File: src/design/supervisor_cfg.svh
`ifndef SUPERVISOR_CFG_SVH
`define SUPERVISOR_CFG_SVH

// width of the target code address.
// the program counter, the breakpoint registers and the host RAM
// pointer all share it.
`define CODE_AW 10

// number of address breakpoints.
// the register map reserves four slots.
`define NUM_BP 4

// program RAM depth in 16-bit words.
// this must not exceed the reach of CODE_AW.
`define PM_DEPTH 1024

// opcode that halts the target after it retires.
`define BREAK_OPCODE 16'hffff

`endif

File: src/design/dbg_reg_pkg.sv
package dbg_reg_pkg;

    // host register map.
    // the first four slots are the breakpoints.
    // the low address bits select among them.
    typedef enum logic [3:0] {
        dbg_bp0          = 4'h0,
        dbg_bp1          = 4'h1,
        dbg_bp2          = 4'h2,
        dbg_bp3          = 4'h3,
        dbg_bus_ctrl     = 4'h4,
        dbg_force_opcode = 4'h5,
        dbg_pm_addr      = 4'h6,
        dbg_pm_data      = 4'h7,
        // read-only status from here on.
        dbg_bp_status    = 4'h8,
        dbg_exr_shadow   = 4'h9,
        dbg_tg_code_addr = 4'ha
    } dbg_addr_e;

    // data word on the host register port.
    typedef logic [15:0] host_word_t;

    // code bus control, written through bus_ctrl.
    // step is bit 3 and forced_ready is bit 0.
    typedef struct packed {
        logic step;
        logic divert;
        logic hold_reset;
        logic forced_ready;
    } bus_ctrl_t;

endpackage

File: src/design/fetch_pkg.sv
`include "supervisor_cfg.svh"

package fetch_pkg;
    import dbg_reg_pkg::*;

    // opcode on the target code bus.
    typedef logic [15:0] code_word_t;

    // target code address.
    typedef logic [`CODE_AW-1:0] code_addr_t;

    // one retired instruction, reported in the cycle it is accepted.
    typedef struct packed {
        logic       valid;
        code_addr_t addr;
        code_word_t opcode;
    } retire_t;

    // supervisor settings for the breakpoint unit and the code bus gate.
    // bp_written pulses for one cycle after any breakpoint write.
    typedef struct packed {
        code_addr_t [`NUM_BP-1:0] bp_addr;
        bus_ctrl_t                bus_ctrl;
        code_word_t               force_opcode;
        logic                     bp_written;
    } bp_ctrl_t;

endpackage

File: src/design/target_fetch_unit.sv
`timescale 1ns/100ps
`include "supervisor_cfg.svh"

module target_fetch_unit
    import fetch_pkg::*;
(
    input  logic       sysreset,
    input  logic       sysclk,
    input  logic       tg_reset,
    input  logic       code_ready,
    input  code_word_t code_in,
    output code_addr_t code_addr,
    output retire_t    retire,
    output logic       program_break
);

    code_addr_t pc_q;
    logic       accept;

    // a word is taken whenever the bus is ready and the target runs.
    assign accept = code_ready && !tg_reset;

    always_ff @(posedge sysreset or posedge sysclk) begin
        if (sysclk) begin
            pc_q <= '0;
        end else if (tg_reset) begin
            // held at the reset vector.
            pc_q <= '0;
        end else if (accept) begin
            pc_q <= pc_q + code_addr_t'(1);
        end
    end

    assign code_addr = pc_q;

    // the retire report is the accepted word and where it came from.
    assign retire = '{
        valid:  accept,
        addr:   pc_q,
        opcode: code_in
    };

    // the break opcode still retires; the halt follows on the same edge.
    assign program_break = accept && (code_in == `BREAK_OPCODE);

endmodule

File: config.mk
export PLATFORM = sky130hd
export DESIGN_NAME = target_fetch_unit
export DESIGN_NICKNAME = d
export VERILOG_FILES = /design/src/design/dbg_reg_pkg.sv /design/src/design/fetch_pkg.sv /design/src/design/target_fetch_unit.sv
export VERILOG_INCLUDE_DIRS = /design/src /design/src/design
export SDC_FILE = /design/constraint.sdc
export NUM_CORES = 1
export LEC_CHECK = 0
export ABC_AREA = 1
export BUFFER_PORTS_ARGS = -buffer_cell sky130_fd_sc_hd__buf_4
export CORE_UTILIZATION = 35
export CTS_CLUSTER_SIZE = 20
export DETAILED_ROUTE_END_ITERATION = 10
export PLACE_DENSITY = 0.74
export SLEW_MARGIN = 20
export SYNTH_ARGS = -nofsm -noshare
export SYNTH_HDL_FRONTEND = slang
export SYNTH_SLANG_ARGS = --single-unit
File: constraint.sdc
create_clock -name sysreset -period 1.15 [get_ports sysreset]
set_clock_uncertainty 0.2 [all_clocks]
set_input_delay 0 -clock sysreset [delete_from_list [all_inputs] [get_ports sysreset]]
set_output_delay 0 -clock sysreset [all_outputs]
set_load 0.05 [all_outputs]
==> results.ini <==
[layout]
largest_reg_flops=10
final_common_cell=buf_4
drive_above_1_share_pct=62.99
final_nets=176
layout_common_cells=buf_4 (46), nand2_1 (19), buf_6 (12), buf_8 (12)
final_area_um2=1416
antenna_cells=0
area_delta_synth_final_pct=85.27

[route]
drtPass1Iterations=4
antenna_left=0
vias_per_cell=4.591
wl_per_cell_um=12.90
dr_total_vias=831
first_iter_violations=7
drt-total-wl_um=2334
drc=0

[sta]
worstMarginPinSlew_ns=0.4128
whs_ns=0.006167
fin_tns_setup_ns=-1.017
fmax_mhz=804.9
slew_viol_final=0
fin_crit_ns=1.242
setup_violations=24
finalCritPeriodShare_pct=108.0
hold_violations=0
rsz0062_at_grt=yes
maxSlewHeadroom_pct=72.45
worst_slack_ns=-0.09240

[power]
p_comb_share_pct=35.2
ir_worst_vdd_uv=550.0
p_leak_nw=0.6994
seqPwrFrac_pct=34.4
internal_power_uw=691.9
p_per_area_nw_per_um2=754.4
p_sw_share_pct=35.24
power_switching_uw=376.6
p_total_mw=1.069
power_frac_clock_pct=30.4

[cts]
numClockSinks=10
cts_root_buf=clkbuf_4
htreeDepth=1
clk_latency_ns=0.27
clk_pin_slew_ns=0.08
cts_tree=yes
numCtsBuffers=3
cts_max_path_buffers=2

[job]
cap_violations=0

[min_path]
hold_class=in -> reg

[global_route]
track_usage_pct=19.75
grt_pass1_wl_um=3539
grt_overflow=0
antenna_found_initial=0
grt_start_max_net_pins=11
grt_pass1_vias=810

[status]
status=finished with violations
failed_checks=setup timing

[die]
dieArea_um2=2375
rows=16
die_w_um=48.74
initial_utilization_pct=38.19
die_y_um=48.74
core_um2=2002
pin_count=58

[critical_path]
worst-endpoint-arrival_ns=1.21
path_max_fanout=5
worstSetupPathType=in -> reg
endpoint_kind=flip-flop
worstSetupStartpointType=primary input
crit_required_ns=1.12
reg2reg_slack_ns=-0.08

[synth]
yosysSeqAreaShare_pct=32.73
ys_ff_latch=10
syn-cell-area_um2=764.5
synthCells=102
syn-num-nets=123
yosysWarnings=0
synth_cell_types=14
syn_area_per_cell_um2=7.495

[place]
hpwl_um=1624
io_buffers=57
post_dp_cell_area_um2=1142
place_ws_ns=-0.08805
place.gp.congestion=0.8254

## metrics by stage
step / cells / utilization, %
global placement: 169 / 57.06
detailed placement: 169 / 57.06
floorplan: 102 / -
global route: 181 / 70.75
CTS: 179 / 66.50
finish: 181 / 70.75
## metal layers
layer / global-route usage, % / part of all wire (%)
met1: 19.30 / 35
met4: 11.27 / 1.7
met3: 3.459 / 6.3
met5: 0 / 0
met2: 38.19 / 56
## repair_timing
action / in CTS / in global routing
endpoints found under the hold margin: 20 / 3
pin swaps: 6 / 5
hold buffers: 4 / 1
buffers inserted: 3 / 1
resized for setup: 27 / 18
setup endpoints to repair: 26 / 27
## synthesized netlist by cell type
master,count,area [um^2]
buf_4,27,202.7
nand2_1,20,75.07
nor2_1,11,41.29
dfrtp_1,10,250.2
inv_1,9,33.78
a21oi_1,6,30.03
nand3_1,5,25.02
nor3_1,4,20.02
nor2_4,3,33.78
nand4_1,2,12.51
o21ai_0,2,10.01
ha_1,1,12.51
nand3_2,1,10.01
nor3b_1,1,7.510
## logic make-up after synthesis
group                      count (synthesis)  synth area share, %
AOI/OAI and AO/OA                          8                5.238
buffers and inverters                     36                30.93
and+or+nand+nor                           47                29.46
DFF                                       10                32.73
adders and majority gates                  1                1.636
## critical path: stages
cell and delay [ns]:
buf_4 0.09, dlygate4sd3_1 0.64, nand3_4 0.13, nor2_4 0.16
nand3_1 0.09, nand2_1 0.06, nor2_1 0.04
## final timing paths
path	from	end	cells past startpoint
hold reg to reg	code_addr[9]	code_addr[9]	2
min in group asynchronous	sysclk	code_addr[7]	3
setup / recovery	code_ready	code_addr[9]	7
setup reg to reg	code_addr[1]	code_addr[4]	5
max in group asynchronous	sysclk	code_addr[3]	3
hold / removal	code_ready	code_addr[3]	4
## power groups by stage
stage / registers [mW] / clock network [mW] / logic (mW)
after floorplan: 0.397 / 0 / 0.226
after global placement: 0.374 / 0 / 0.338
after detailed placement: 0.375 / 0 / 0.344
after CTS: 0.368 / 0.331 / 0.363
after global routing: 0.368 / 0.340 / 0.395
final: 0.367 / 0.325 / 0.376
## area by class of cell
type	instances	area, um^2
repair buffers	75	713.2
fillers	160	585.6
multi-input cells	56	337.8
flip-flops and latches	10	261.5
clock buffers	4	36.28
inverters	9	33.78
well taps	27	33.78
No activity file was read; power rests on OpenSTA's default activity.
