File: src/design/supervisor_cfg.svh
`ifndef SUPERVISOR_CFG_SVH
`define SUPERVISOR_CFG_SVH

// width of the target code address.
// the program counter, the breakpoint registers and the host RAM
// pointer all share it.
`define CODE_AW 10

// number of address breakpoints.
// the register map reserves four slots.
`define NUM_BP 4

// program RAM depth in 16-bit words.
// this must not exceed the reach of CODE_AW.
`define PM_DEPTH 1024

// opcode that halts the target after it retires.
`define BREAK_OPCODE 16'hffff

`endif

File: src/design/dbg_reg_pkg.sv
package dbg_reg_pkg;

    // host register map.
    // the first four slots are the breakpoints.
    // the low address bits select among them.
    typedef enum logic [3:0] {
        dbg_bp0          = 4'h0,
        dbg_bp1          = 4'h1,
        dbg_bp2          = 4'h2,
        dbg_bp3          = 4'h3,
        dbg_bus_ctrl     = 4'h4,
        dbg_force_opcode = 4'h5,
        dbg_pm_addr      = 4'h6,
        dbg_pm_data      = 4'h7,
        // read-only status from here on.
        dbg_bp_status    = 4'h8,
        dbg_exr_shadow   = 4'h9,
        dbg_tg_code_addr = 4'ha
    } dbg_addr_e;

    // data word on the host register port.
    typedef logic [15:0] host_word_t;

    // code bus control, written through bus_ctrl.
    // step is bit 3 and forced_ready is bit 0.
    typedef struct packed {
        logic step;
        logic divert;
        logic hold_reset;
        logic forced_ready;
    } bus_ctrl_t;

endpackage

File: src/design/fetch_pkg.sv
`include "supervisor_cfg.svh"

package fetch_pkg;
    import dbg_reg_pkg::*;

    // opcode on the target code bus.
    typedef logic [15:0] code_word_t;

    // target code address.
    typedef logic [`CODE_AW-1:0] code_addr_t;

    // one retired instruction, reported in the cycle it is accepted.
    typedef struct packed {
        logic       valid;
        code_addr_t addr;
        code_word_t opcode;
    } retire_t;

    // supervisor settings for the breakpoint unit and the code bus gate.
    // bp_written pulses for one cycle after any breakpoint write.
    typedef struct packed {
        code_addr_t [`NUM_BP-1:0] bp_addr;
        bus_ctrl_t                bus_ctrl;
        code_word_t               force_opcode;
        logic                     bp_written;
    } bp_ctrl_t;

endpackage

File: src/design/debug_reg_block.sv
`timescale 1ns/100ps
`include "supervisor_cfg.svh"

module debug_reg_block
    import dbg_reg_pkg::*;
    import fetch_pkg::*;
(
    input  logic       sysreset,
    input  logic       sysclk,
    input  logic       reg_wr,
    input  dbg_addr_e  reg_addr,
    input  host_word_t reg_wdata,
    output host_word_t reg_rdata,
    output bp_ctrl_t   bp_ctrl,
    output code_addr_t pm_addr,
    output code_word_t pm_wdata,
    output logic       pm_wren,
    input  code_word_t pm_rdata,
    input  logic       bp_hit,
    input  code_word_t exr_shadow,
    input  code_addr_t tg_code_addr
);

    localparam int BP_IW = $clog2(`NUM_BP);

    code_addr_t [`NUM_BP-1:0] bp_addr_q;
    bus_ctrl_t                bus_ctrl_q;
    code_word_t               force_opcode_q;
    code_addr_t               pm_addr_q;
    code_word_t               pm_data_q;
    logic                     pm_wren_q;
    logic                     bp_written_q;
    logic                     bp_wr;
    logic [3:0]               addr_bits;
    logic [BP_IW-1:0]         bp_idx;

    assign addr_bits = reg_addr;
    assign bp_idx    = addr_bits[BP_IW-1:0];
    assign bp_wr     = reg_wr && (reg_addr inside {dbg_bp0, dbg_bp1, dbg_bp2, dbg_bp3});

    always_ff @(posedge sysreset or posedge sysclk) begin
        if (sysclk) begin
            bp_addr_q      <= '0;
            bus_ctrl_q     <= '0;
            force_opcode_q <= '0;
            pm_addr_q      <= '0;
            pm_data_q      <= '0;
            pm_wren_q      <= 1'b0;
            bp_written_q   <= 1'b0;
        end else begin
            // resume pulse travels with the new breakpoint value.
            bp_written_q <= bp_wr;
            // the RAM write lands one cycle after the data register loads.
            pm_wren_q    <= reg_wr && (reg_addr == dbg_pm_data);
            if (reg_wr) begin
                case (reg_addr)
                    dbg_bp0, dbg_bp1, dbg_bp2, dbg_bp3: begin
                        bp_addr_q[bp_idx] <= reg_wdata[`CODE_AW-1:0];
                    end
                    dbg_bus_ctrl: begin
                        bus_ctrl_q <= bus_ctrl_t'(reg_wdata[$bits(bus_ctrl_t)-1:0]);
                    end
                    dbg_force_opcode: begin
                        force_opcode_q <= reg_wdata;
                    end
                    dbg_pm_addr: begin
                        pm_addr_q <= reg_wdata[`CODE_AW-1:0];
                    end
                    dbg_pm_data: begin
                        pm_data_q <= reg_wdata;
                    end
                    // status addresses ignore writes.
                    default: begin
                    end
                endcase
            end
        end
    end

    always_comb begin
        case (reg_addr)
            dbg_bp0, dbg_bp1, dbg_bp2, dbg_bp3: reg_rdata = host_word_t'(bp_addr_q[bp_idx]);
            dbg_bus_ctrl:     reg_rdata = host_word_t'(bus_ctrl_q);
            dbg_force_opcode: reg_rdata = force_opcode_q;
            dbg_pm_addr:      reg_rdata = host_word_t'(pm_addr_q);
            dbg_pm_data:      reg_rdata = pm_rdata;
            dbg_bp_status:    reg_rdata = host_word_t'(bp_hit);
            dbg_exr_shadow:   reg_rdata = exr_shadow;
            dbg_tg_code_addr: reg_rdata = host_word_t'(tg_code_addr);
            default:          reg_rdata = '0;
        endcase
    end

    assign bp_ctrl = '{
        bp_addr:      bp_addr_q,
        bus_ctrl:     bus_ctrl_q,
        force_opcode: force_opcode_q,
        bp_written:   bp_written_q
    };

    assign pm_addr  = pm_addr_q;
    assign pm_wdata = pm_data_q;
    assign pm_wren  = pm_wren_q;

    // each RAM store is a single-cycle strobe.
    // back-to-back pm_data writes from the host would break this.
    a_pm_wren_single: assert property (
        @(posedge sysreset) disable iff (sysclk) pm_wren |=> !pm_wren
    );

endmodule

File: config.mk
export PLATFORM = sky130hd
export DESIGN_NAME = debug_reg_block
export DESIGN_NICKNAME = d
export VERILOG_FILES = /design/src/design/dbg_reg_pkg.sv /design/src/design/fetch_pkg.sv /design/src/design/debug_reg_block.sv
export VERILOG_INCLUDE_DIRS = /design/src /design/src/design
export SDC_FILE = /design/constraint.sdc
export NUM_CORES = 1
export LEC_CHECK = 0
export ABC_CLOCK_PERIOD_IN_PS = 5000
export BUFFER_PORTS_ARGS = -buffer_cell sky130_fd_sc_hd__buf_4
export CAP_MARGIN = 20
export CORE_MARGIN = 2
export CORE_UTILIZATION = 50
export CTS_BUF_LIST = sky130_fd_sc_hd__clkbuf_4 sky130_fd_sc_hd__clkbuf_8
export DETAILED_ROUTE_END_ITERATION = 8
export GPL_TIMING_DRIVEN = 0
export PLACE_DENSITY = 0.92
export SLEW_MARGIN = 15
export SYNTH_ARGS = -nofsm -noshare
export SYNTH_HDL_FRONTEND = slang
export SYNTH_SLANG_ARGS = --single-unit
File: constraint.sdc
create_clock -name sysreset -period 5 [get_ports sysreset]
set_input_delay 0.25 -clock sysreset [delete_from_list [all_inputs] [get_ports sysreset]]
set_output_delay 0.25 -clock sysreset [all_outputs]
set_load 0.01 [all_outputs]
==> qor.txt <==
Min-delay src - reg_wdata[10]
Worst Setup Start Kind - input port
Vias - 3575
Reg2reg end - bp_ctrl[40]
Initial Util - 50.7%
Maximum clock path buffer count - 2
WP data arrival - 2.17 ns
Unrepaired setup endpoints after global routing - false
Post-detail-place hpwl - 9620 um
Reg2Reg Depth - 1
Via density - 5.85
Outcome - finished clean
CTS Buf Count - 9
YS warnings - 0
Hold buffers post-CTS - 1
Max-slew headroom - 35.5%
DR DRC count - 0
Total of flip-flops plus latches after synthesis - 88
FILL cells - 628
NumNets Final - 566
Final min period - 2.42 ns
Top cell type's share of synthesized area - 50.5%
Antenna Nets Post-Route - 0
Pin count of the biggest net entering global routing - 46
Crit. End Element - output port
Total global routing overflow - 0
Fin crit share - 48.4%
CP max stage delay - 0.83 ns
Drt first pass iters - 6
Post-Syn Instances - 320
Core area - 8590 um2
Post-synth EDFFs - 0
Gpl congestion - 0.848
Reg clk slew, reported paths - 0.09 ns
Req. time, crit path - 4.75 ns
Clock Sinks - 88
Area contributors post-synth - dfrtp_1 51%, mux2_2 11%, mux2_1 9.3%
Worst Setup SP - reg_addr[1]
Util after Layout - 69.7%
Type of the most critical hold path - in2reg
WL/cell - 22.0 um
Lkg Pwr - 2.96 nW
CP Cell Sequence - buf_4 -> buf_2 -> inv_1 -> nor3_1 -> a22oi_1 -> o2111ai_1 -> buf_4
Total Routing Usage GR - 28.2%
CP Max Fanout - 10
Dominant cell type by area after synthesis - dfrtp_1
Total wire length - 13500 um
Worst setup path class - in2out
Pwr Density - 381 nW/um2
Setup TNS - 0 ns
Post-synth top flop - dfrtp_1
VDD IR-drop max - 0.214 mV
R2R setup slack - 4.16 ns
Vias in the first global route - 3694
Worst-Margin Slew - 0.960 ns
DRC violation total after the first TritonRoute iteration - 126
First-pass GRT wire length - 20600 um
Syn_area_per_cell - 13.6 um2
Final Hold Viols - 0
Synth async-reset ratio - 100%
Final Skew - 0 ns
Max-Cap Viols - 0
Layout cells sized above 1 - 55.1%
Die Y - 97.4 um
Setup Fix Bufs, Post-CTS - 0
Row cnt - 34
Commonest non-fill, non-tap cell in the layout - buf_4
# port buffers - 167
Initial antenna violation count - 0
CP Capture Point - reg_rdata[3]
Critical-path top delay cell - nor3_1
Worst skew pair latency - 0.34 ns
Mapped cell area - 4360 um2
# H-tree levels - 3
Commonest non-fill, non-tap cells in the layout - 170 x buf_4, 88 x dfrtp_1, 44 x mux2_2
Post-Synthesis Net Count - 386
Crit Reg-Reg Startpoint - bp_ctrl[40]
I/O pins - 170
Peak Freq - 413 MHz
Die width - 97.4 um
TritonCTS clock tree - built
Distinct cells, synth - 41
Area grow syn2layout - 37.4%
Cell mode on critical path - buf_4
Antenna diodes - 0
Fin. max-slew vios - 0
Die Area - 9480 um2
Clk root buf - clkbuf_8
Post_cts resized - 0
Register area share after synthesis - 50.5%
Final setup viols - 0
[flip-flops by register name, indices dropped and copies added, names as in the netlist]
register        flops
bp_ctrl            44
bp_written_q        1
force_opcode_q     16
pm_addr            10
pm_wdata           16
pm_wren             1
[synthesized netlist by cell type, types with 2 or more instances]
cell and instances:
nand2b_1 3, and3_1 2, a32oi_1 8, mux4_2 5, o221ai_1 2, buf_2 11, inv_1 5, nor3_1 2
buf_6 5, buf_4 3, nand2_2 2, dfrtp_1 88, a21oi_1 4, mux2_1 36, mux2_4 19, a22oi_1 17
mux2i_1 8, nand2_1 19, mux2_2 44, o211ai_1 4, nor2_1 8, nor2b_1 6
[metal layers]
layer / up-vias / part of all wire (%) / GRT usage, %
met3: 24 / 7.6 / 5.97
met4: 0 / 1.8 / 9.19
li1: 1550 / - / -
met5: - / 0 / 0
met2: 219 / 50 / 46.7
met1: 1782 / 40 / 37.2
[worst min path at each step]
stage / cells past startpoint / end / slack (ns)
floorplan: 1 / bp_ctrl[41] / 0.38
global placement: 2 / pm_wdata[13] / 0.47
detailed placement: 2 / pm_wdata[1] / 0.35
CTS: 2 / force_opcode_q[14] / 0.12
global route: 2 / force_opcode_q[10] / 0.11
finish: 2 / force_opcode_q[10] / 0.12
[power by group]
group	total, mW	switching (mW)	internal [mW]	leakage (nW)
Combinational	0.739	0.305	0.434	1.77
Sequential	1.01	0.135	0.874	1.08
Clock	0.531	0.243	0.288	0.108
[logic make-up (layout without fill, tap and decap cells)]
family / count (synthesis) / in the layout / share of synthesized area, %
mux: 112 / 112 / 31.6
flops: 88 / 88 / 50.5
simple gates: 50 / 50 / 6.43
compound gates: 45 / 45 / 7.81
buf+inv: 25 / 208 / 3.59
[layout make-up]
class / count / area (um2) / share of cell area (%)
Buffer: 20 / 138 / 2.30
Clock buffer: 10 / 138 / 2.30
Clock inverter: 4 / 70.1 / 1.17
Inverter: 5 / 21.3 / 0.355
Multi-Input combinational cell: 207 / 2000 / 33.4
Sequential cell: 88 / 2200 / 36.8
Tap cell: 108 / 135 / 2.26
Timing Repair Buffer: 169 / 1280 / 21.4
[worst max-delay path: cells and delay by family]
family	cells	cell delay, ns
AND/OR/NAND/NOR	1	0.83
buffers and inverters	4	0.75
AO/OA/AOI/OAI	2	0.33
[stage by stage]
stage,instance area (um2),instances,total power [mW],hold slack (ns),worst slack [ns]
2_1_floorplan,4360,320,1.34,0.382,2.47
3_3_place_gp,5750,595,1.72,0.473,1.58
3_5_place_dp,5770,596,1.76,0.345,2.67
4_1_cts,5990,611,2.29,0.115,2.66
5_1_grt,5990,611,2.38,0.109,2.52
6_report,5990,611,2.28,0.125,2.58
Power figures use the tool's default switching activity.
