`config.mk`:
```
export PLATFORM = sky130hd
export DESIGN_NAME = breakpoint_unit
export DESIGN_NICKNAME = d
export VERILOG_FILES = /design/src/design/dbg_reg_pkg.sv /design/src/design/fetch_pkg.sv /design/src/design/breakpoint_unit.sv
export VERILOG_INCLUDE_DIRS = /design/src /design/src/design
export SDC_FILE = /design/constraint.sdc
export NUM_CORES = 1
export LEC_CHECK = 0
export BUFFER_PORTS_ARGS = -buffer_cell sky130_fd_sc_hd__buf_4
export CAP_MARGIN = 5
export CORE_ASPECT_RATIO = 1.2
export CORE_MARGIN = 4
export CORE_UTILIZATION = 37
export CTS_CLUSTER_DIAMETER = 80
export CTS_CLUSTER_SIZE = 25
export DETAILED_ROUTE_END_ITERATION = 8
export MAX_ROUTING_LAYER = met4
export PLACE_DENSITY_LB_ADDON = 0.08
export SLEW_MARGIN = 40
export SYNTH_ARGS = -nofsm -noshare
export SYNTH_HDL_FRONTEND = slang
export SYNTH_SLANG_ARGS = --single-unit
```
`constraint.sdc`:
```
create_clock -name sysreset -period 2.5 [get_ports sysreset]
set_input_delay 0.25 -clock sysreset [delete_from_list [all_inputs] [get_ports sysreset]]
set_output_delay 0.25 -clock sysreset [all_outputs]
set_load 0.02 [all_outputs]
```
`src/design/supervisor_cfg.svh`:
```
`ifndef SUPERVISOR_CFG_SVH
`define SUPERVISOR_CFG_SVH

// width of the target code address.
// the program counter, the breakpoint registers and the host RAM
// pointer all share it.
`define CODE_AW 10

// number of address breakpoints.
// the register map reserves four slots.
`define NUM_BP 4

// program RAM depth in 16-bit words.
// this must not exceed the reach of CODE_AW.
`define PM_DEPTH 1024

// opcode that halts the target after it retires.
`define BREAK_OPCODE 16'hffff

`endif

```
`src/design/dbg_reg_pkg.sv`:
```
package dbg_reg_pkg;

    // host register map.
    // the first four slots are the breakpoints.
    // the low address bits select among them.
    typedef enum logic [3:0] {
        dbg_bp0          = 4'h0,
        dbg_bp1          = 4'h1,
        dbg_bp2          = 4'h2,
        dbg_bp3          = 4'h3,
        dbg_bus_ctrl     = 4'h4,
        dbg_force_opcode = 4'h5,
        dbg_pm_addr      = 4'h6,
        dbg_pm_data      = 4'h7,
        // read-only status from here on.
        dbg_bp_status    = 4'h8,
        dbg_exr_shadow   = 4'h9,
        dbg_tg_code_addr = 4'ha
    } dbg_addr_e;

    // data word on the host register port.
    typedef logic [15:0] host_word_t;

    // code bus control, written through bus_ctrl.
    // step is bit 3 and forced_ready is bit 0.
    typedef struct packed {
        logic step;
        logic divert;
        logic hold_reset;
        logic forced_ready;
    } bus_ctrl_t;

endpackage

```
`src/design/fetch_pkg.sv`:
```
`include "supervisor_cfg.svh"

package fetch_pkg;
    import dbg_reg_pkg::*;

    // opcode on the target code bus.
    typedef logic [15:0] code_word_t;

    // target code address.
    typedef logic [`CODE_AW-1:0] code_addr_t;

    // one retired instruction, reported in the cycle it is accepted.
    typedef struct packed {
        logic       valid;
        code_addr_t addr;
        code_word_t opcode;
    } retire_t;

    // supervisor settings for the breakpoint unit and the code bus gate.
    // bp_written pulses for one cycle after any breakpoint write.
    typedef struct packed {
        code_addr_t [`NUM_BP-1:0] bp_addr;
        bus_ctrl_t                bus_ctrl;
        code_word_t               force_opcode;
        logic                     bp_written;
    } bp_ctrl_t;

endpackage

```
`src/design/breakpoint_unit.sv`:
```
`timescale 1ns/100ps
`include "supervisor_cfg.svh"

module breakpoint_unit
    import fetch_pkg::*;
(
    input  logic       sysreset,
    input  logic       sysclk,
    input  bp_ctrl_t   bp_ctrl,
    input  code_addr_t code_addr,
    input  code_word_t ram_word,
    input  retire_t    retire,
    input  logic       program_break,
    output code_word_t code_in,
    output logic       code_ready,
    output logic       bp_hit,
    output code_word_t exr_shadow,
    output logic       tg_reset
);

    logic [`NUM_BP-1:0] addr_eq;
    logic               addr_match;
    logic               bp_matched;
    logic               divert;
    logic               live_retire;
    logic               halt_now;

    assign divert = bp_ctrl.bus_ctrl.divert;

    always_comb begin
        for (int i = 0; i < `NUM_BP; i++) begin
            addr_eq[i] = (code_addr == bp_ctrl.bp_addr[i]);
        end
    end

    assign addr_match = |addr_eq;

    // only retires from program RAM count toward a halt.
    assign live_retire = retire.valid && !divert;
    assign halt_now    = live_retire
                       && (addr_match || bp_matched || bp_ctrl.bus_ctrl.step || program_break);

    always_ff @(posedge sysreset or posedge sysclk) begin
        if (sysclk) begin
            bp_matched <= 1'b0;
            bp_hit     <= 1'b0;
            exr_shadow <= '0;
        end else begin
            if (live_retire) begin
                exr_shadow <= retire.opcode;
            end
            // a breakpoint write releases the target.
            if (bp_ctrl.bp_written) begin
                bp_matched <= 1'b0;
                bp_hit     <= 1'b0;
            end else begin
                if (addr_match && !divert) begin
                    bp_matched <= 1'b1;
                end
                // the matching word retires first, then the bus stalls.
                if (halt_now) begin
                    bp_hit <= 1'b1;
                end
            end
        end
    end

    // code bus gate.
    assign code_in    = divert ? bp_ctrl.force_opcode : ram_word;
    assign code_ready = divert ? bp_ctrl.bus_ctrl.forced_ready : !bp_hit;
    assign tg_reset   = bp_ctrl.bus_ctrl.hold_reset;

    // a halted target retires nothing from RAM.
    a_hit_stalls_fetch: assert property (
        @(posedge sysreset) disable iff (sysclk) bp_hit && !divert |-> !retire.valid
    );

    // the fetch unit stays quiet while held in reset.
    a_hold_no_retire: assert property (
        @(posedge sysreset) disable iff (sysclk) bp_ctrl.bus_ctrl.hold_reset |-> !retire.valid
    );

endmodule

```
==> results of run 1 <==
==> state kept, by name, indices dropped and copies added (netlist names) <==
signal / flops
bp_hit: 1
bp_matched: 1
exr_shadow: 16
==> logic make-up (layout without fill, tap and decap cells) <==
group                     count (synthesis)  after routing  share of synthesized area [%]
and+or+nand+nor                          18             18                           8.45
DFF                                      18             18                           33.4
buffers and inverters                     9            145                           3.90
xor gates and xnor gates                 40             40                           26.0
AOI/OAI and AO/OA                         3              3                           1.49
muxes                                    32             32                           26.7
==> critical path, cell delays in order <==
cell and delay (ns):
buf_4 0.24, mux2_2 0.38, buf_4 0.16
==> synth_stat cells, types with 2 or more instances <==
library cell / n
xnor2_1: 32
clkbuf_2: 2
dfrtp_1: 18
nand4_1: 8
mux2_2: 26
buf_2: 4
xor2_1: 8
nor4_1: 5
mux2_1: 6
==> how the worst min path moves through the flow <==
stage          startpoint              to  slack [ns]  cells after the start
3_5_place_dp       sysclk  exr_shadow[14]        0.39                      2
4_1_cts            sysclk  exr_shadow[14]        0.11                      2
5_1_grt            sysclk  exr_shadow[14]        0.15                      2
3_3_place_gp       sysclk   exr_shadow[1]        0.39                      2
2_1_floorplan      sysclk          bp_hit        0.19                      1
6_report           sysclk   exr_shadow[2]        0.08                      2
==> per-layer routing <==
metal  vias up  wire length (um)  track usage, %
li1        693                 -               -
met1       623              1380            18.1
met2        67              2330            34.0
met3         4               359            4.23
met4         0                51            6.62
met5         -                 0               -
==> report_power, final <==
part           switching, mW  internal [mW]
Sequential            0.0190          0.331
Clock                 0.0941          0.140
Combinational          0.193          0.268
Total                  0.306          0.738
==> stage by stage <==
| stage | cell area [sq um] | instances | setup WS, ns | utilization, % | power [mW] |
|---|---|---|---|---|---|
| 2_1_floorplan | 1350 | 120 | 1.16 | - | 0.574 |
| 6_report | 2450 | 293 | 1.22 | 71.6 | 1.04 |
| 3_5_place_dp | 2400 | 289 | 1.12 | 70.0 | 0.824 |
| 3_3_place_gp | 2400 | 289 | 1.13 | 70.0 | 0.816 |
| 4_1_cts | 2450 | 293 | 1.21 | 71.6 | 1.06 |
| 5_1_grt | 2450 | 293 | 1.18 | 71.6 | 1.11 |
==> layout by cell type, fill, tap and decap left out <==
master    synthesis  final
mux2_1            6      6
nor4_2            1      1
clkbuf_8          0      4
o21ai_0           1      1
o31ai_1           1      1
nand2_1           1      1
xnor2_1          32     32
nand2b_1          1      1
a211oi_1          1      1
nor2b_1           1      1
nand4_1           8      8
xor2_1            8      8
mux2_2           26     26
nor2_1            1      1
inv_1             1      1
dfrtp_1          18     18
nor4_1            5      5
buf_4             1    140
==> layout make-up <==
type	count	area share [%]
Timing Repair Buffer	140	42.9
Multi-Input combinational cell	93	34.5
Clock buffer	4	2.25
Inverter	1	0.153
Sequential cell	18	18.4
Tap cell	37	1.89
==> results.json, run 1 <==
{
  "drt_iter0_drc": 49,
  "cts_resized": 0,
  "diodes": 0,
  "hold_viol": 0,
  "max_clock_freq_mhz": 780,
  "ant_nets": 0,
  "finalSetupViolCount": 0,
  "syn-num-nets": 237,
  "hpwl_um": 3740,
  "max_slew_margin_pct": 56.9,
  "synthesis.area_sq_um": 1350,
  "routedWlPerCell_um": 14.1,
  "post-route-period-util_pct": 51.3,
  "antenna_found_initial": 0,
  "cts_max_path_buffers": 2,
  "final_layout_size_suffix_gt1_share_pct": 66.8,
  "powerDensity_nw_per_um2": 426,
  "drc": 0,
  "register_area_sq_um": 450,
  "drt_pass1_iterations": 4,
  "reg2reg_to": "bp_hit",
  "htree_num_levels": 1,
  "multiInputGateArea_sq_um": 845,
  "clock_skew_ns": 0.00119,
  "synth_cell_types": 20,
  "io_pins": 152,
  "critPathCaptureType": "output pin",
  "grt_pass1_wl_um": 6490,
  "crit_end": "code_in[1]",
  "synth_flop_cell": "dfrtp_1",
  "cts.root.buffer_cell": "clkbuf_8",
  "routabilityCongestion": 0.744,
  "n_fill_cell": 282,
  "ys_top_cells_by_area": "dfrtp_1, mux2_2, xnor2_1, xor2_1, mux2_1",
  "yosysTopAreaCell": "dfrtp_1",
  "start_util_pct": 39.3,
  "grt_max_degree": 21,
  "rr_startpoint": "bp_hit",
  "peakVddDrop_mv": 0.214,
  "die_width_um": 63.1,
  "cts_setup_buffers": 0,
  "start_kind": "input port",
  "fin_setup_tns_ns": 0,
  "synth_seq_cells": 18,
  "ys_seq_area_share_pct": 33.4,
  "grt_setup_unrepaired": "no",
  "grt_usage_pct": 18.0,
  "cp_data_required_time_ns": 2.25,
  "cp.arrival_ns": 1.03,
  "status": "finished, final reports clean",
  "worstSkewPairLatency_ns": 0.25,
  "worstPathMaxFanout": 20,
  "cts_made_buffers": 3,
  "grt-ovfl-total": 0,
  "whs_ns": 0.0846,
  "cts.sinks": 18,
  "placementRows": 23,
  "cts_tree": "yes",
  "viasPerCell": 4.73,
  "portBuffers": 139,
  "hold_path_class": "in -> async",
  "vias": 1387,
  "coreArea_sq_um": 3420,
  "yosys_warnings": 0,
  "critPathLaunch": "bp_ctrl[19]",
  "synth.avg_cell_area_sq_um": 11.2,
  "tightest_slew_ns": 0.646,
  "die_h_um": 74.1,
  "synth-edff-count": 0,
  "crit_type": "in -> out",
  "final_net_count": 374,
  "synthToLayoutAreaGrowth_pct": 81.9,
  "dieArea_sq_um": 4680,
  "yosysTopAreaCellShare_pct": 33.4,
  "async_flop_share_pct": 100,
  "drv_slew": 0,
  "syn_inst": 120,
  "p_leak_nw": 1.17,
  "drv_cap": 0,
  "wl_um": 4130,
  "cts_hold_buf": 0,
  "reg2reg_depth": 2,
  "cts.clk_slew.worst_paths_ns": 0.07,
  "fin_crit_ns": 1.28,
  "reg2reg_slack_ns": 1.54,
  "grt_pass1_vias": 1434
}
No activity file was read; power rests on OpenSTA's default activity.
==> inputs of run 2 (changes only) <==
Settings changed: CORE_UTILIZATION 37 to 31.
Clock period 2.5 ns to 1.12 ns, I/O delays scaled along.
==> results.json, run 2 (synthesis results as in run 1) <==
{
  "status": "finished, final reports clean",
  "dieArea_sq_um": 5470,
  "wl_um": 4100,
  "max_clock_freq_mhz": 964,
  "hold_viol": 0,
  "critPathCaptureType": "output pin",
  "cts_setup_buffers": 0,
  "cts_tree": "yes",
  "placementRows": 26,
  "max_slew_margin_pct": 81.8,
  "diodes": 0,
  "final_cell_mix": "buf_4, xnor2_1, mux2_2, dfrtp_1",
  "clock_skew_ns": 0.0000324,
  "cp.arrival_ns": 0.93,
  "cts_made_buffers": 3,
  "instances_no_fill": 315,
  "wl_met2_um": 2290,
  "n_fill_cell": 402,
  "final_layout_size_suffix_gt1_share_pct": 68.3,
  "place_worst_setup_slack_ns": -0.163,
  "crit_type": "reg -> out",
  "dp.cells": 311,
  "synthToLayoutAreaGrowth_pct": 87.8,
  "cts_max_path_buffers": 2,
  "start_kind": "flip-flop",
  "post-route-period-util_pct": 92.6,
  "die_h_um": 80.2,
  "grt_pass1_wl_um": 6110,
  "start_util_pct": 31.9,
  "finish.utilization_pct": 59.9,
  "routedWlPerCell_um": 13.0,
  "antenna_found_initial": 0,
  "fin_crit_ns": 1.04,
  "hpwl_um": 3630,
  "io_pins": 152,
  "wl_met3_um": 351,
  "hold_path_class": "in -> reg",
  "cts.sinks": 18,
  "reg_top3": "exr_shadow x16, bp_hit x1, bp_matched x1",
  "die_width_um": 68.2,
  "powerDensity_nw_per_um2": 894,
  "max_stage_delay_ns": 0.41,
  "worstPathMaxFanout": 4,
  "vias": 1370,
  "p_leak_nw": 1.18,
  "cts.root.buffer_cell": "clkbuf_8",
  "peakVddDrop_mv": 0.438,
  "portBuffers": 139,
  "wl_met1_um": 1440,
  "drv_slew": 0,
  "setup_ws_ns": 0.0825,
  "whs_ns": 0.0341,
  "cp_data_required_time_ns": 1.01,
  "largest_reg_flops": 16,
  "routed.top_layer": "met4",
  "htree_num_levels": 1,
  "crit_path_top_delay_cell": "dfrtp_1",
  "grt_pass1_vias": 1341,
  "viasPerCell": 4.35,
  "drt_pass1_iterations": 4,
  "final_common_cell": "buf_4",
  "p_total_mw": 2.26,
  "largest-register": "exr_shadow",
  "grt-ovfl-total": 0,
  "final_net_count": 378,
  "drt_iter0_drc": 24,
  "routabilityCongestion": 0.803,
  "drv_cap": 0,
  "drc": 0,
  "finalSetupViolCount": 0,
  "grt_setup_unrepaired": "no",
  "grt_usage_pct": 14.9,
  "cts.clk_slew.worst_paths_ns": 0.06,
  "tightest_slew_ns": 0.270,
  "worstSkewPairLatency_ns": 0.24,
  "coreArea_sq_um": 4230,
  "ant_nets": 0,
  "grt_max_degree": 19,
  "worstPathCellList": "o21ai_1 -> buf_4"
}
-- run 2: where the power goes --
group / switching (mW) / total, mW / internal [mW]
registers: 0.0391 / 0.777 / 0.738
clock network: 0.190 / 0.428 / 0.238
logic: 0.445 / 1.06 / 0.613
-- run 2: layout make-up --
cell class,count,area [sq um],area share [%]
Multi-Input combinational cell,93,870,34.4
Inverter,1,3.75,0.148
Sequential cell,18,450,17.8
Timing Repair Buffer,144,1100,43.3
Clock buffer,3,41.3,1.63
Tap cell,56,70.1,2.77
-- run 2: per-layer routing --
metal | vias up | track usage (%)
met3 | 2 | 1.96
met2 | 63 | 25.8
li1 | 700 | -
met4 | 0 | 4.77
met5 | - | -
met1 | 605 | 17.4
-- run 2: repair_timing --
action,CTS,global route
gates resized for setup,0,5
hold buffers,1,0
hold endpoints to repair,18,0
endpoints found under the setup margin,0,3
-- run 2: worst max-delay path, delay by kind of cell (launching register included) --
family,cells,cell delay (ns)
flops,1,0.41
buf+inv,1,0.15
compound gates,1,0.12
-- run 2: final timing paths --
| kind | slack, ns | depth (start not counted) | end | startpoint |
|---|---|---|---|---|
| max in group asynchronous | 0.48 | 4 | exr_shadow[14] | sysclk |
| setup reg to reg | 0.16 | 2 | bp_hit | bp_hit |
| hold reg to reg | 0.49 | 1 | exr_shadow[3] | exr_shadow[3] |
| min in group asynchronous | 0.45 | 4 | exr_shadow[6] | sysclk |
| hold / removal | 0.03 | 2 | bp_hit | bp_ctrl[0] |
| setup / recovery | 0.08 | 2 | code_ready | bp_hit |
-- run 2: through the flow --
step,area [sq um],TNS (ns)
2_1_floorplan,1350,0
3_3_place_gp,2450,-0.281
3_5_place_dp,2450,-0.287
4_1_cts,2510,0
5_1_grt,2530,0
6_report,2530,0
==> inputs of run 3 (changes only) <==
Settings changed: REMOVE_ABC_BUFFERS set to 1.
==> results.json, run 3 (synthesis results as in run 1) <==
{
  "status": "finished, final reports clean",
  "grt-ovfl-total": 0,
  "drt_iter0_drc": 15,
  "drc": 0,
  "setup_ws_ns": 0.0491,
  "max_clock_freq_mhz": 934,
  "final_area_sq_um": 2530,
  "cp.arrival_ns": 0.96,
  "grt_pass1_wl_um": 5750,
  "worstSkewPairLatency_ns": 0.24,
  "wl_um": 4030,
  "powerDensity_nw_per_um2": 894,
  "largest-register": "exr_shadow",
  "htree_num_levels": 1,
  "portBuffers": 139,
  "placementRows": 26,
  "grt_pass1_vias": 1361,
  "crit_type": "reg -> out",
  "p_total_mw": 2.26,
  "drt_pass1_iterations": 2,
  "final_common_cell": "buf_4",
  "routabilityCongestion": 0.718,
  "final_cell_mix": "buf_4, xnor2_1, mux2_2, dfrtp_1",
  "start_kind": "flip-flop",
  "placed_area_sq_um": 2450,
  "viasPerCell": 4.33,
  "p_leak_nw": 1.19,
  "start_util_pct": 31.9,
  "cts_max_path_buffers": 2,
  "final_net_count": 379,
  "clock_skew_ns": 0.000113,
  "coreArea_sq_um": 4230,
  "dieArea_sq_um": 5470,
  "cts.clk_slew.worst_paths_ns": 0.06,
  "cts.root.buffer_cell": "clkbuf_8",
  "antenna_found_initial": 0,
  "hpwl_um": 3570,
  "n_fill_cell": 402,
  "worstPathMaxFanout": 3,
  "drv_cap": 0,
  "peakVddDrop_mv": 0.409,
  "whs_ns": 0.0249,
  "grt_setup_unrepaired": "no",
  "routedWlPerCell_um": 12.8,
  "cts_made_buffers": 3,
  "final_layout_size_suffix_gt1_share_pct": 67.3,
  "max_slew_margin_pct": 76.2,
  "hold_path_class": "in -> reg",
  "synthToLayoutAreaGrowth_pct": 87.7,
  "finalSetupViolCount": 0,
  "die_h_um": 80.2,
  "drv_slew": 0,
  "cts_tree": "yes",
  "vias": 1369,
  "cp_data_required_time_ns": 1.01,
  "diodes": 0,
  "die_width_um": 68.2,
  "grt_max_degree": 19,
  "critPathCaptureType": "output pin",
  "grt_usage_pct": 14.0,
  "io_pins": 152,
  "reg_top3": "exr_shadow x16, bp_hit x1, bp_matched x1",
  "hold_viol": 0,
  "largest_reg_flops": 16,
  "post-route-period-util_pct": 95.6,
  "ant_nets": 0,
  "tightest_slew_ns": 0.354,
  "cts.sinks": 18,
  "fin_crit_ns": 1.07,
  "finish.utilization_pct": 59.8,
  "place_worst_setup_slack_ns": -0.152
}
run 3: cell types whose count changed in the layout (fill, tap and decap cells not counted):
cell / previous run / this run
buf_4: 142 / 143
nor4_1: 1 / 4
nor4_2: 5 / 1
nor4_4: 0 / 1
run 3: metrics by stage:
stage	setup TNS (ns)	instances
after floorplan	-5.17	112
after global placement	-0.224	311
after detailed placement	-0.268	311
after CTS	0	316
after global routing	0	316
final	0	316
run 3: final timing paths:
check | startpoint | end | slack (ns) | depth (start not counted)
max | bp_hit | code_ready | 0.05 | 2
min | bp_ctrl[0] | bp_hit | 0.02 | 2
max reg2reg | bp_hit | bp_hit | 0.06 | 3
min reg2reg | exr_shadow[11] | exr_shadow[11] | 0.49 | 1
max in group asynchronous | sysclk | exr_shadow[14] | 0.48 | 4
min in group asynchronous | sysclk | exr_shadow[3] | 0.45 | 4
run 3: timing repair:
action / 4_1_cts / 5_1_grt
hold buffers: 1 / 0
hold endpoints to repair: 18 / 0
setup endpoints to repair: 1 / 2
setup buffers: 1 / 0
resized for setup: 0 / 3
run 3: final cells by class:
cell class	instances	area [sq um]	area share, %
Timing Repair Buffer	145	1100	43.6
Multi-Input combinational cell	93	860	34.0
Sequential cell	18	450	17.8
Tap cell	56	70.1	2.77
Clock buffer	3	41.3	1.63
Inverter	1	3.75	0.148
run 3: power breakdown:
group | switching, mW | leakage (nW) | internal, mW | total, mW
clock | 0.191 | 0.0216 | 0.238 | 0.429
sequential | 0.0386 | 0.215 | 0.738 | 0.777
combinational | 0.438 | 0.952 | 0.617 | 1.05
total | 0.667 | 1.19 | 1.59 | 2.26
run 3: metal layers:
layer | vias up | share of wire, % | track usage [%]
li1 | 701 | - | -
met1 | 595 | 36 | 15.4
met2 | 69 | 54 | 25.2
met3 | 4 | 8.5 | 2.10
met4 | 0 | 1.0 | 4.77
met5 | - | 0 | -
run 3: critical path: stages (launching register included):
cell	delay, ns
dfrtp_1	0.41
o21ai_1	0.14
buf_4	0.16
